[config.mk]
export PLATFORM = sky130hd
export DESIGN_NAME = frontend
export DESIGN_NICKNAME = d
export VERILOG_FILES = /design/src/frontend_pkg.sv /design/src/ftq_if.sv /design/src/sync_fifo.sv /design/src/pc_ctrl.sv /design/src/btb_predictor.sv /design/src/ifu.sv /design/src/frontend.sv
export SDC_FILE = /design/constraint.sdc
export NUM_CORES = 1
export LEC_CHECK = 0
export BUFFER_PORTS_ARGS = -buffer_cell sky130_fd_sc_hd__buf_4
export CAP_MARGIN = 20
export CORE_UTILIZATION = 45
export CTS_CLUSTER_SIZE = 25
export DETAILED_ROUTE_END_ITERATION = 10
export PLACE_DENSITY_LB_ADDON = 0.1
export SETUP_SLACK_MARGIN = 0.5
export SLEW_MARGIN = 20
export SYNTH_ARGS = -nofsm -noshare
export SYNTH_HDL_FRONTEND = slang
export SYNTH_SLANG_ARGS = --single-unit
[constraint.sdc]
create_clock -name clk -period 6 [get_ports clk]
set_input_delay 0.6 -clock clk [delete_from_list [all_inputs] [get_ports clk]]
set_output_delay 0.6 -clock clk [all_outputs]
set_load 0.01 [all_outputs]
[src/frontend_pkg.sv]
package frontend_pkg;

    localparam int ADDR_WIDTH  = 32;
    localparam logic [ADDR_WIDTH-1:0] RESET_PC = 32'h1c00_0000;

    localparam int LINE_WORDS  = 4;
    localparam int LINE_WIDTH  = 128;
    localparam int BTB_ENTRIES = 8;
    localparam int FTQ_DEPTH   = 4;
    localparam int OBUF_DEPTH  = 4;

    // Derived field widths
    localparam int SLOT_WIDTH    = $clog2(LINE_WORDS);
    localparam int LEN_WIDTH     = $clog2(LINE_WORDS + 1);
    localparam int OFFSET_WIDTH  = $clog2(LINE_WIDTH / 8);
    localparam int BTB_IDX_WIDTH = $clog2(BTB_ENTRIES);
    localparam int BTB_TAG_WIDTH = ADDR_WIDTH - OFFSET_WIDTH - BTB_IDX_WIDTH;

    // One predicted fetch block, never crossing a line
    typedef struct packed {
        logic [ADDR_WIDTH-1:0] start_pc;
        logic [LEN_WIDTH-1:0]  len;
        logic [ADDR_WIDTH-1:0] line_addr;
    } fetch_block_t;

    typedef struct packed {
        logic [ADDR_WIDTH-1:0] pc;
        logic [ADDR_WIDTH-1:0] instr;
    } instr_pkt_t;

endpackage

[src/ftq_if.sv]
`timescale 1ns/1ps

interface ftq_if
    import frontend_pkg::*;
();

    logic         valid;
    fetch_block_t block;
    logic         accept;
    // Consumer drops its current block
    logic         flush;

    modport producer (
        output valid,
        output block,
        output flush,
        input  accept
    );

    modport consumer (
        input  valid,
        input  block,
        input  flush,
        output accept
    );

endinterface

[src/sync_fifo.sv]
`timescale 1ns/1ps

module sync_fifo #(
    parameter type T     = logic [31:0],
    parameter int  DEPTH = 4
) (
    input  logic clk,
    input  logic rst_n,

    input  logic flush_i,

    input  logic push_i,
    input  T     data_i,

    input  logic pop_i,
    output T     data_o,
    output logic empty_o,
    output logic full_o
);

    localparam int PTR_W = (DEPTH > 1) ? $clog2(DEPTH) : 1;
    localparam int CNT_W = $clog2(DEPTH + 1);

    T mem [DEPTH];

    logic [PTR_W-1:0] rd_ptr;
    logic [PTR_W-1:0] wr_ptr;
    logic [CNT_W-1:0] count;
    logic             do_push;
    logic             do_pop;

    assign empty_o = (count == '0);
    assign full_o  = (count == CNT_W'(DEPTH));
    assign data_o  = mem[rd_ptr];

    // Flush wins over both ends
    assign do_push = push_i & ~full_o & ~flush_i;
    assign do_pop  = pop_i & ~empty_o & ~flush_i;

    always_ff @(posedge clk) begin
        if (do_push) begin
            mem[wr_ptr] <= data_i;
        end
    end

    always_ff @(posedge clk or negedge rst_n) begin
        if (!rst_n) begin
            rd_ptr <= '0;
            wr_ptr <= '0;
            count  <= '0;
        end else if (flush_i) begin
            rd_ptr <= '0;
            wr_ptr <= '0;
            count  <= '0;
        end else begin
            if (do_push) begin
                wr_ptr <= (wr_ptr == PTR_W'(DEPTH - 1)) ? '0 : wr_ptr + 1'b1;
            end
            if (do_pop) begin
                rd_ptr <= (rd_ptr == PTR_W'(DEPTH - 1)) ? '0 : rd_ptr + 1'b1;
            end
            if (do_push && !do_pop) begin
                count <= count + 1'b1;
            end else if (do_pop && !do_push) begin
                count <= count - 1'b1;
            end
        end
    end

endmodule

[src/pc_ctrl.sv]
`timescale 1ns/1ps

module pc_ctrl
    import frontend_pkg::*;
(
    input  logic                  clk,
    input  logic                  rst_n,

    input  logic                  backend_flush_i,
    input  logic [ADDR_WIDTH-1:0] backend_pc_i,

    input  logic                  pred_hit_i,
    input  logic [LEN_WIDTH-1:0]  pred_len_i,
    input  logic [ADDR_WIDTH-1:0] pred_target_i,

    input  logic                  ftq_full_i,

    output logic [ADDR_WIDTH-1:0] pc_o,
    output fetch_block_t          block_o,
    output logic                  block_push_o
);

    logic [ADDR_WIDTH-1:0] pc_q;
    logic [ADDR_WIDTH-1:0] pc_d;
    logic [ADDR_WIDTH-1:0] seq_pc;

    assign pc_o = pc_q;

    // Block runs from the PC to the predicted branch or the line end
    assign block_o.start_pc  = pc_q;
    assign block_o.len       = pred_len_i;
    assign block_o.line_addr = {pc_q[ADDR_WIDTH-1:OFFSET_WIDTH], {OFFSET_WIDTH{1'b0}}};

    assign block_push_o = ~ftq_full_i & ~backend_flush_i;

    assign seq_pc = pc_q + ADDR_WIDTH'({pred_len_i, 2'b00});

    always_comb begin
        if (backend_flush_i) begin
            pc_d = backend_pc_i;
        end else if (ftq_full_i) begin
            pc_d = pc_q;
        end else if (pred_hit_i) begin
            pc_d = pred_target_i;
        end else begin
            pc_d = seq_pc;
        end
    end

    always_ff @(posedge clk or negedge rst_n) begin
        if (!rst_n) begin
            pc_q <= RESET_PC;
        end else begin
            pc_q <= pc_d;
        end
    end

endmodule

[src/btb_predictor.sv]
`timescale 1ns/1ps

module btb_predictor
    import frontend_pkg::*;
(
    input  logic                  clk,
    input  logic                  rst_n,

    input  logic [ADDR_WIDTH-1:0] pc_i,

    output logic                  hit_o,
    output logic [LEN_WIDTH-1:0]  len_o,
    output logic [ADDR_WIDTH-1:0] target_o,

    input  logic                  backend_update_valid_i,
    input  logic [ADDR_WIDTH-1:0] backend_update_pc_i,
    input  logic [ADDR_WIDTH-1:0] backend_update_target_i,
    input  logic                  backend_update_taken_i
);

    localparam int IDX_LO = OFFSET_WIDTH;
    localparam int TAG_LO = OFFSET_WIDTH + BTB_IDX_WIDTH;

    logic                     entry_valid  [BTB_ENTRIES];
    logic [BTB_TAG_WIDTH-1:0] entry_tag    [BTB_ENTRIES];
    logic [SLOT_WIDTH-1:0]    entry_slot   [BTB_ENTRIES];
    logic [ADDR_WIDTH-1:0]    entry_target [BTB_ENTRIES];

    logic [BTB_IDX_WIDTH-1:0] rd_idx;
    logic [BTB_TAG_WIDTH-1:0] rd_tag;
    logic [SLOT_WIDTH-1:0]    rd_slot;
    logic [BTB_IDX_WIDTH-1:0] wr_idx;
    logic [BTB_TAG_WIDTH-1:0] wr_tag;

    assign rd_idx  = pc_i[TAG_LO-1:IDX_LO];
    assign rd_tag  = pc_i[ADDR_WIDTH-1:TAG_LO];
    assign rd_slot = pc_i[OFFSET_WIDTH-1:2];

    // Branch must sit at or after the fetch slot to cut this block
    assign hit_o = entry_valid[rd_idx] && (entry_tag[rd_idx] == rd_tag)
                   && (entry_slot[rd_idx] >= rd_slot);

    assign target_o = entry_target[rd_idx];

    always_comb begin
        if (hit_o) begin
            len_o = LEN_WIDTH'(entry_slot[rd_idx]) - LEN_WIDTH'(rd_slot) + LEN_WIDTH'(1);
        end else begin
            len_o = LEN_WIDTH'(LINE_WORDS) - LEN_WIDTH'(rd_slot);
        end
    end

    assign wr_idx = backend_update_pc_i[TAG_LO-1:IDX_LO];
    assign wr_tag = backend_update_pc_i[ADDR_WIDTH-1:TAG_LO];

    always_ff @(posedge clk or negedge rst_n) begin
        if (!rst_n) begin
            for (int i = 0; i < BTB_ENTRIES; i++) begin
                entry_valid[i] <= 1'b0;
            end
        end else if (backend_update_valid_i) begin
            if (backend_update_taken_i) begin
                entry_valid[wr_idx] <= 1'b1;
            end else if (entry_tag[wr_idx] == wr_tag) begin
                entry_valid[wr_idx] <= 1'b0;
            end
        end
    end

    always_ff @(posedge clk) begin
        if (backend_update_valid_i && backend_update_taken_i) begin
            entry_tag[wr_idx]    <= wr_tag;
            entry_slot[wr_idx]   <= backend_update_pc_i[OFFSET_WIDTH-1:2];
            entry_target[wr_idx] <= backend_update_target_i;
        end
    end

endmodule

[src/ifu.sv]
`timescale 1ns/1ps

module ifu
    import frontend_pkg::*;
(
    input  logic                  clk,
    input  logic                  rst_n,

    ftq_if.consumer               blk,

    output logic                  icache_req_o,
    output logic [ADDR_WIDTH-1:0] icache_addr_o,
    input  logic                  icache_ack_i,
    input  logic [LINE_WIDTH-1:0] icache_data_i,

    output logic                  out_push_o,
    output instr_pkt_t            out_pkt_o,
    input  logic                  out_full_i
);

    typedef enum logic [1:0] {
        IDLE,
        REQ,
        WAIT_ACK_LOW,
        EMIT
    } state_t;

    state_t state_q;
    state_t state_d;

    // Set when a flush hits an open handshake
    logic discard_q;

    fetch_block_t          block_q;
    logic [LINE_WIDTH-1:0] line_q;
    logic [SLOT_WIDTH-1:0] slot_q;
    logic [LEN_WIDTH-1:0]  cnt_q;
    logic                  take_blk;
    logic                  last_instr;

    assign take_blk   = (state_q == IDLE) & blk.valid & ~blk.flush;
    assign blk.accept = take_blk;

    assign icache_req_o  = (state_q == REQ);
    assign icache_addr_o = block_q.line_addr;

    assign out_push_o = (state_q == EMIT) & ~out_full_i & ~blk.flush;
    assign last_instr = (cnt_q == LEN_WIDTH'(1));

    assign out_pkt_o.pc    = {block_q.line_addr[ADDR_WIDTH-1:OFFSET_WIDTH], slot_q, 2'b00};
    assign out_pkt_o.instr = line_q[slot_q*ADDR_WIDTH +: ADDR_WIDTH];

    always_comb begin
        state_d = state_q;
        case (state_q)
            IDLE: begin
                if (take_blk) begin
                    state_d = REQ;
                end
            end
            REQ: begin
                if (icache_ack_i) begin
                    state_d = WAIT_ACK_LOW;
                end
            end
            WAIT_ACK_LOW: begin
                if (!icache_ack_i) begin
                    state_d = (discard_q || blk.flush) ? IDLE : EMIT;
                end
            end
            EMIT: begin
                if (blk.flush) begin
                    state_d = IDLE;
                end else if (out_push_o && last_instr) begin
                    state_d = IDLE;
                end
            end
            default: state_d = IDLE;
        endcase
    end

    always_ff @(posedge clk or negedge rst_n) begin
        if (!rst_n) begin
            state_q   <= IDLE;
            discard_q <= 1'b0;
            slot_q    <= '0;
            cnt_q     <= '0;
        end else begin
            state_q <= state_d;
            if (state_q == WAIT_ACK_LOW && !icache_ack_i) begin
                discard_q <= 1'b0;
            end else if (blk.flush && (state_q == REQ || state_q == WAIT_ACK_LOW)) begin
                discard_q <= 1'b1;
            end
            if (take_blk) begin
                slot_q <= blk.block.start_pc[OFFSET_WIDTH-1:2];
                cnt_q  <= blk.block.len;
            end else if (out_push_o) begin
                slot_q <= slot_q + 1'b1;
                cnt_q  <= cnt_q - 1'b1;
            end
        end
    end

    always_ff @(posedge clk) begin
        if (take_blk) begin
            block_q <= blk.block;
        end
        if (state_q == REQ && icache_ack_i) begin
            line_q <= icache_data_i;
        end
    end

endmodule

[src/frontend.sv]
`timescale 1ns/1ps

module frontend
    import frontend_pkg::*;
(
    input  logic                  clk,
    input  logic                  rst_n,

    // Instruction cache
    output logic                  icache_req_o,
    output logic [ADDR_WIDTH-1:0] icache_addr_o,
    input  logic                  icache_ack_i,
    input  logic [LINE_WIDTH-1:0] icache_data_i,

    // Backend redirect and training
    input  logic                  backend_flush_i,
    input  logic [ADDR_WIDTH-1:0] backend_pc_i,
    input  logic                  backend_update_valid_i,
    input  logic [ADDR_WIDTH-1:0] backend_update_pc_i,
    input  logic [ADDR_WIDTH-1:0] backend_update_target_i,
    input  logic                  backend_update_taken_i,

    // Instruction buffer
    output logic                  instr_valid_o,
    output logic [ADDR_WIDTH-1:0] instr_pc_o,
    output logic [ADDR_WIDTH-1:0] instr_o,
    input  logic                  stall_i
);

    logic [ADDR_WIDTH-1:0] pc;
    logic                  pred_hit;
    logic [LEN_WIDTH-1:0]  pred_len;
    logic [ADDR_WIDTH-1:0] pred_target;

    fetch_block_t          new_block;
    logic                  block_push;
    logic                  ftq_full;
    logic                  ftq_empty;
    fetch_block_t          ftq_head;

    logic                  out_push;
    instr_pkt_t            out_pkt;
    logic                  obuf_full;
    logic                  obuf_empty;
    instr_pkt_t            obuf_head;

    ftq_if ftq_bus ();

    // FTQ side of the block channel
    assign ftq_bus.valid = ~ftq_empty;
    assign ftq_bus.block = ftq_head;
    assign ftq_bus.flush = backend_flush_i;

    assign instr_valid_o = ~obuf_empty;
    assign instr_pc_o    = obuf_head.pc;
    assign instr_o       = obuf_head.instr;

    pc_ctrl u_pc_ctrl (
        .clk            (clk),
        .rst_n          (rst_n),
        .backend_flush_i(backend_flush_i),
        .backend_pc_i   (backend_pc_i),
        .pred_hit_i     (pred_hit),
        .pred_len_i     (pred_len),
        .pred_target_i  (pred_target),
        .ftq_full_i     (ftq_full),
        .pc_o           (pc),
        .block_o        (new_block),
        .block_push_o   (block_push)
    );

    btb_predictor u_btb (
        .clk                    (clk),
        .rst_n                  (rst_n),
        .pc_i                   (pc),
        .hit_o                  (pred_hit),
        .len_o                  (pred_len),
        .target_o               (pred_target),
        .backend_update_valid_i (backend_update_valid_i),
        .backend_update_pc_i    (backend_update_pc_i),
        .backend_update_target_i(backend_update_target_i),
        .backend_update_taken_i (backend_update_taken_i)
    );

    sync_fifo #(
        .T    (fetch_block_t),
        .DEPTH(FTQ_DEPTH)
    ) u_ftq (
        .clk    (clk),
        .rst_n  (rst_n),
        .flush_i(backend_flush_i),
        .push_i (block_push),
        .data_i (new_block),
        .pop_i  (ftq_bus.accept),
        .data_o (ftq_head),
        .empty_o(ftq_empty),
        .full_o (ftq_full)
    );

    ifu u_ifu (
        .clk          (clk),
        .rst_n        (rst_n),
        .blk          (ftq_bus.consumer),
        .icache_req_o (icache_req_o),
        .icache_addr_o(icache_addr_o),
        .icache_ack_i (icache_ack_i),
        .icache_data_i(icache_data_i),
        .out_push_o   (out_push),
        .out_pkt_o    (out_pkt),
        .out_full_i   (obuf_full)
    );

    // Head leaves on every cycle the buffer does not stall
    sync_fifo #(
        .T    (instr_pkt_t),
        .DEPTH(OBUF_DEPTH)
    ) u_obuf (
        .clk    (clk),
        .rst_n  (rst_n),
        .flush_i(backend_flush_i),
        .push_i (out_push),
        .data_i (out_pkt),
        .pop_i  (instr_valid_o & ~stall_i),
        .data_o (obuf_head),
        .empty_o(obuf_empty),
        .full_o (obuf_full)
    );

endmodule

==> results.sh <==
export IMPL_setup_violations=0
export IMPL_die_h_um=310
export IMPL_dieArea_um2=96200
export IMPL_placed_cell_area_um2=46600
export IMPL_cts_tree="built"
export IMPL_core_area_um2=93700
export IMPL_clkPwrFrac_pct=30.3
export IMPL_clkLatencyLatePin_ns=0.68
export IMPL_cp_data_required_time_ns=6.53
export IMPL_dr_total_vias=21800
export IMPL_timing_rr_start="u_pc_ctrl.pc_o[4]"
export IMPL_worstSetupPathType="reg2reg"
export IMPL_comb_power_share_pct=24.6
export IMPL_switching_share_pct=28.4
export IMPL_switching_power_mw=6.14
export IMPL_cpPeakStageDelay_ns=0.57
export IMPL_seqPwrFrac_pct=45.1
export IMPL_synth_avg_cell_area_um2=20.1
export IMPL_area_delta_synth_final_pct=17.3
export IMPL_synth_xor_area_share_pct=1.54
export IMPL_hold_viol=0
export IMPL_clkTransAtPathRegs_ns=0.06
export IMPL_cts_buffers=110
export IMPL_row_count=112
export IMPL_fin_crit_ns=5.29
export IMPL_grt_busiest_layer="met2"
export IMPL_synth_top_family_by_area="multiplexers"
export IMPL_routed_wl_um=104000
export IMPL_cts_hold_buf=0
export IMPL_via_per_inst=5.71
export IMPL_grt_usage_pct=21.9
export IMPL_cts_max_path_buffers=3
export IMPL_ys_ff_latch=1052
export IMPL_drive_gt1_share_pct=34.2
export IMPL_synth_edf_count=992
export IMPL_wire_per_inst_um=27.3
export IMPL_startpoint="u_pc_ctrl.pc_o[4]"
export IMPL_maxSlewViolCount=0
export IMPL_synth_compound_area_share_pct=3.33
export IMPL_layout_commonest_cell="edfxtp_1"
export IMPL_rsz0062_at_grt="true"
export IMPL_cts_max_level=3
export IMPL_synth_fa_ha_area_share_pct=0.902
export IMPL_drtIter0Drc=1818
export IMPL_hp_class="in2async"
export IMPL_grt_overflow_total=0
export IMPL_synth_area_mux_share_pct=16.6
export IMPL_drv_cap=0
export IMPL_yosys_area_share_simple_pct=2.25
export IMPL_async_flop_share_pct=5.70
export IMPL_crit_arrival_ns=5.82
export IMPL_worstMarginPinSlew_ns=1.15
export IMPL_synthCells=2122
export IMPL_power_density_nw_per_um2=431
export IMPL_synth_cell_types=64
export IMPL_grt_pass1_wl_um=152000
export IMPL_place_gp_congestion=0.833
export IMPL_period_share_pct=88.1
export IMPL_path_max_fanout=34
export IMPL_clock_sinks=1052
export IMPL_grt_use_met2_pct=36.2
export IMPL_clock_root_buffer="clkbuf_16"
export IMPL_io_buffers=316
export IMPL_final_core_util_pct=53.5
export IMPL_start_util_pct=45.6
export IMPL_cellLeakagePower_nw=16.7
export IMPL_nets=2735
export IMPL_end_kind="register"
export IMPL_finalInstanceArea_um2=50100
export IMPL_die_w_um=310
export IMPL_grt_pass1_vias=22500
export IMPL_fmax_mhz=189
export IMPL_status="complete, no violations"
export IMPL_vdd_drop_max_uv=284
export IMPL_synthFlopType="edfxtp_1"
export IMPL_io_pin_count=329
export IMPL_antenna_found_initial=10
export IMPL_cp_cell_sequence="buf_12 -> mux4_2 -> mux2i_1 -> xor2_1 -> o21ai_1 -> or4_1 -> nor4_4 -> buf_4 -> mux2_2 -> ha_1 -> a21o_1 -> a21oi_2 -> buf_4 -> nor2b_1 -> and3_1 -> xor2_1 -> mux2i_1 -> o21ai_1"
export IMPL_slowest_stage="or4_1"
export IMPL_grt_max_degree=82
export IMPL_layout_common_cells="992 x edfxtp_1, 371 x buf_4, 241 x mux4_2"
export IMPL_ys_seq_area_share_pct=73.2
export IMPL_intPower_mw=15.5
export IMPL_total_power_mw=21.6
export IMPL_grt_util_met1_pct=29.7
export IMPL_dp_hpwl_um=65200
export IMPL_yosysWarnings=0
export IMPL_fin_worst_skew_ns=0.0176
export IMPL_start_kind="register"
export IMPL_ant_nets=0
export IMPL_drc_errors=0
export IMPL_first_pass_iters=5
export IMPL_slew_headroom_pct=23.4
export IMPL_netlist_area_um2=42700
export IMPL_fin_setup_tns_ns=0
export IMPL_gr_usage_met3_pct=4.26
==> path summary, 6_finish.rpt <==
kind	to	slack (ns)	depth (start not counted)
worst min-delay path	u_ifu.discard_q	0.02	1
worst max-delay path	u_pc_ctrl.pc_o[21]	0.71	18
max in group asynchronous	u_pc_ctrl.pc_o[5]	5.28	1
worst max register to register	u_pc_ctrl.pc_o[21]	0.71	18
worst min register to register	u_obuf.mem[2][32]	0.50	0
min in group clk	u_ifu.line_q[26]	0.10	1
==> flip-flops by register name, indices dropped and copies added, names as in the netlist, named ones only <==
name,flops
u_btb.entry_slot,16
u_btb.entry_tag,200
u_btb.entry_target,240
u_ftq.count,3
u_ftq.mem,132
u_ftq.rd_ptr,2
u_ftq.wr_ptr,2
u_ifu.cnt_q,3
u_ifu.discard_q,1
u_ifu.icache_addr_o,28
u_ifu.line_q,128
u_ifu.slot_q,2
u_ifu.state_q,2
u_obuf.count,3
u_obuf.mem,248
u_obuf.rd_ptr,2
u_obuf.wr_ptr,2
u_pc_ctrl.pc_o,30
==> stage by stage <==
step	hold WS, ns	cells	worst slack [ns]
CTS	0.00932	3811	0.509
global route	0.0453	3819	0.495
finish	0.0221	3820	0.712
floorplan	0.304	2127	0.507
detailed placement	0.484	3610	0.576
global placement	0.476	3610	0.622
==> synthesized netlist by cell type (4+ instances only) <==
master	instances	area share, %
and3_1	14	0.20
o21ai_1	29	0.34
a21oi_1	28	0.33
a22o_1	7	0.14
o21ai_0	13	0.15
clkbuf_1	51	0.45
o31ai_1	4	0.070
buf_2	17	0.20
buf_6	6	0.16
buf_4	39	0.69
nor2b_1	12	0.18
or3_1	5	0.073
mux2_2	63	1.7
nand3_1	16	0.19
and4_1	4	0.082
edfxtp_1	992	70
nand4_1	4	0.059
a221oi_1	17	0.35
a22oi_1	60	1.1
mux2i_1	95	2.2
inv_1	25	0.22
a221o_1	15	0.35
xor2_1	41	0.84
ha_1	26	0.76
xnor2_1	34	0.70
a31oi_1	7	0.10
buf_1	29	0.25
or4_1	5	0.088
nor3_1	7	0.082
nor2_1	55	0.48
nand2_1	34	0.30
and2_1	13	0.19
dfrtp_1	57	3.3
mux4_2	241	13
o22ai_1	8	0.12
==> routing by layer <==
metal	up-vias	wire (um)
met4	12	2520
met1	11500	43600
met5	-	92
met2	718	51300
met3	158	6680
li1	9405	-
==> final cells by class <==
| class | instances | area, um^2 |
|---|---|---|
| antenna | 2 | 5.00 |
| clock inverter | 60 | 505 |
| clock buffer | 141 | 2960 |
| tap | 1254 | 1570 |
| inverter | 27 | 101 |
| sequential | 1052 | 31300 |
| timing repair buffer | 382 | 3000 |
| multi-input combinational | 902 | 10700 |
| fill | 7366 | 43600 |
==> power by group through the flow <==
stage	Clock, mW	Combinational, mW	Sequential (mW)
after floorplan	0	3.80	9.50
after global placement	0	5.25	9.89
after detailed placement	0	5.32	9.94
after CTS	6.70	5.34	9.79
after global routing	6.96	5.76	9.82
final	6.54	5.32	9.74
==> critical path: cells and delay by family (launching register included) <==
family,cells,cell delay [ns]
AO/OA/AOI/OAI,4,0.62
XOR/XNOR,2,0.48
adder cells (fa/ha/maj),1,0.30
buffers and inverters,3,0.67
flip-flops,1,0.52
multiplexers,4,1.29
AND/OR/NAND/NOR,4,1.23
==> kinds of logic after synthesis <==
kind of cell	after synthesis
and+or+nand+nor	188
xor gates and xnor gates	75
adders and majority gates	29
other	1
DFF	1052
AOI/OAI and AO/OA	204
muxes	400
buffers and inverters	173
==> what timing repair did <==
item	4_1_cts	5_1_grt
gates resized for setup	0	4
setup buffers	0	6
setup endpoints to repair	0	16
No activity file was read; power rests on OpenSTA's default activity.
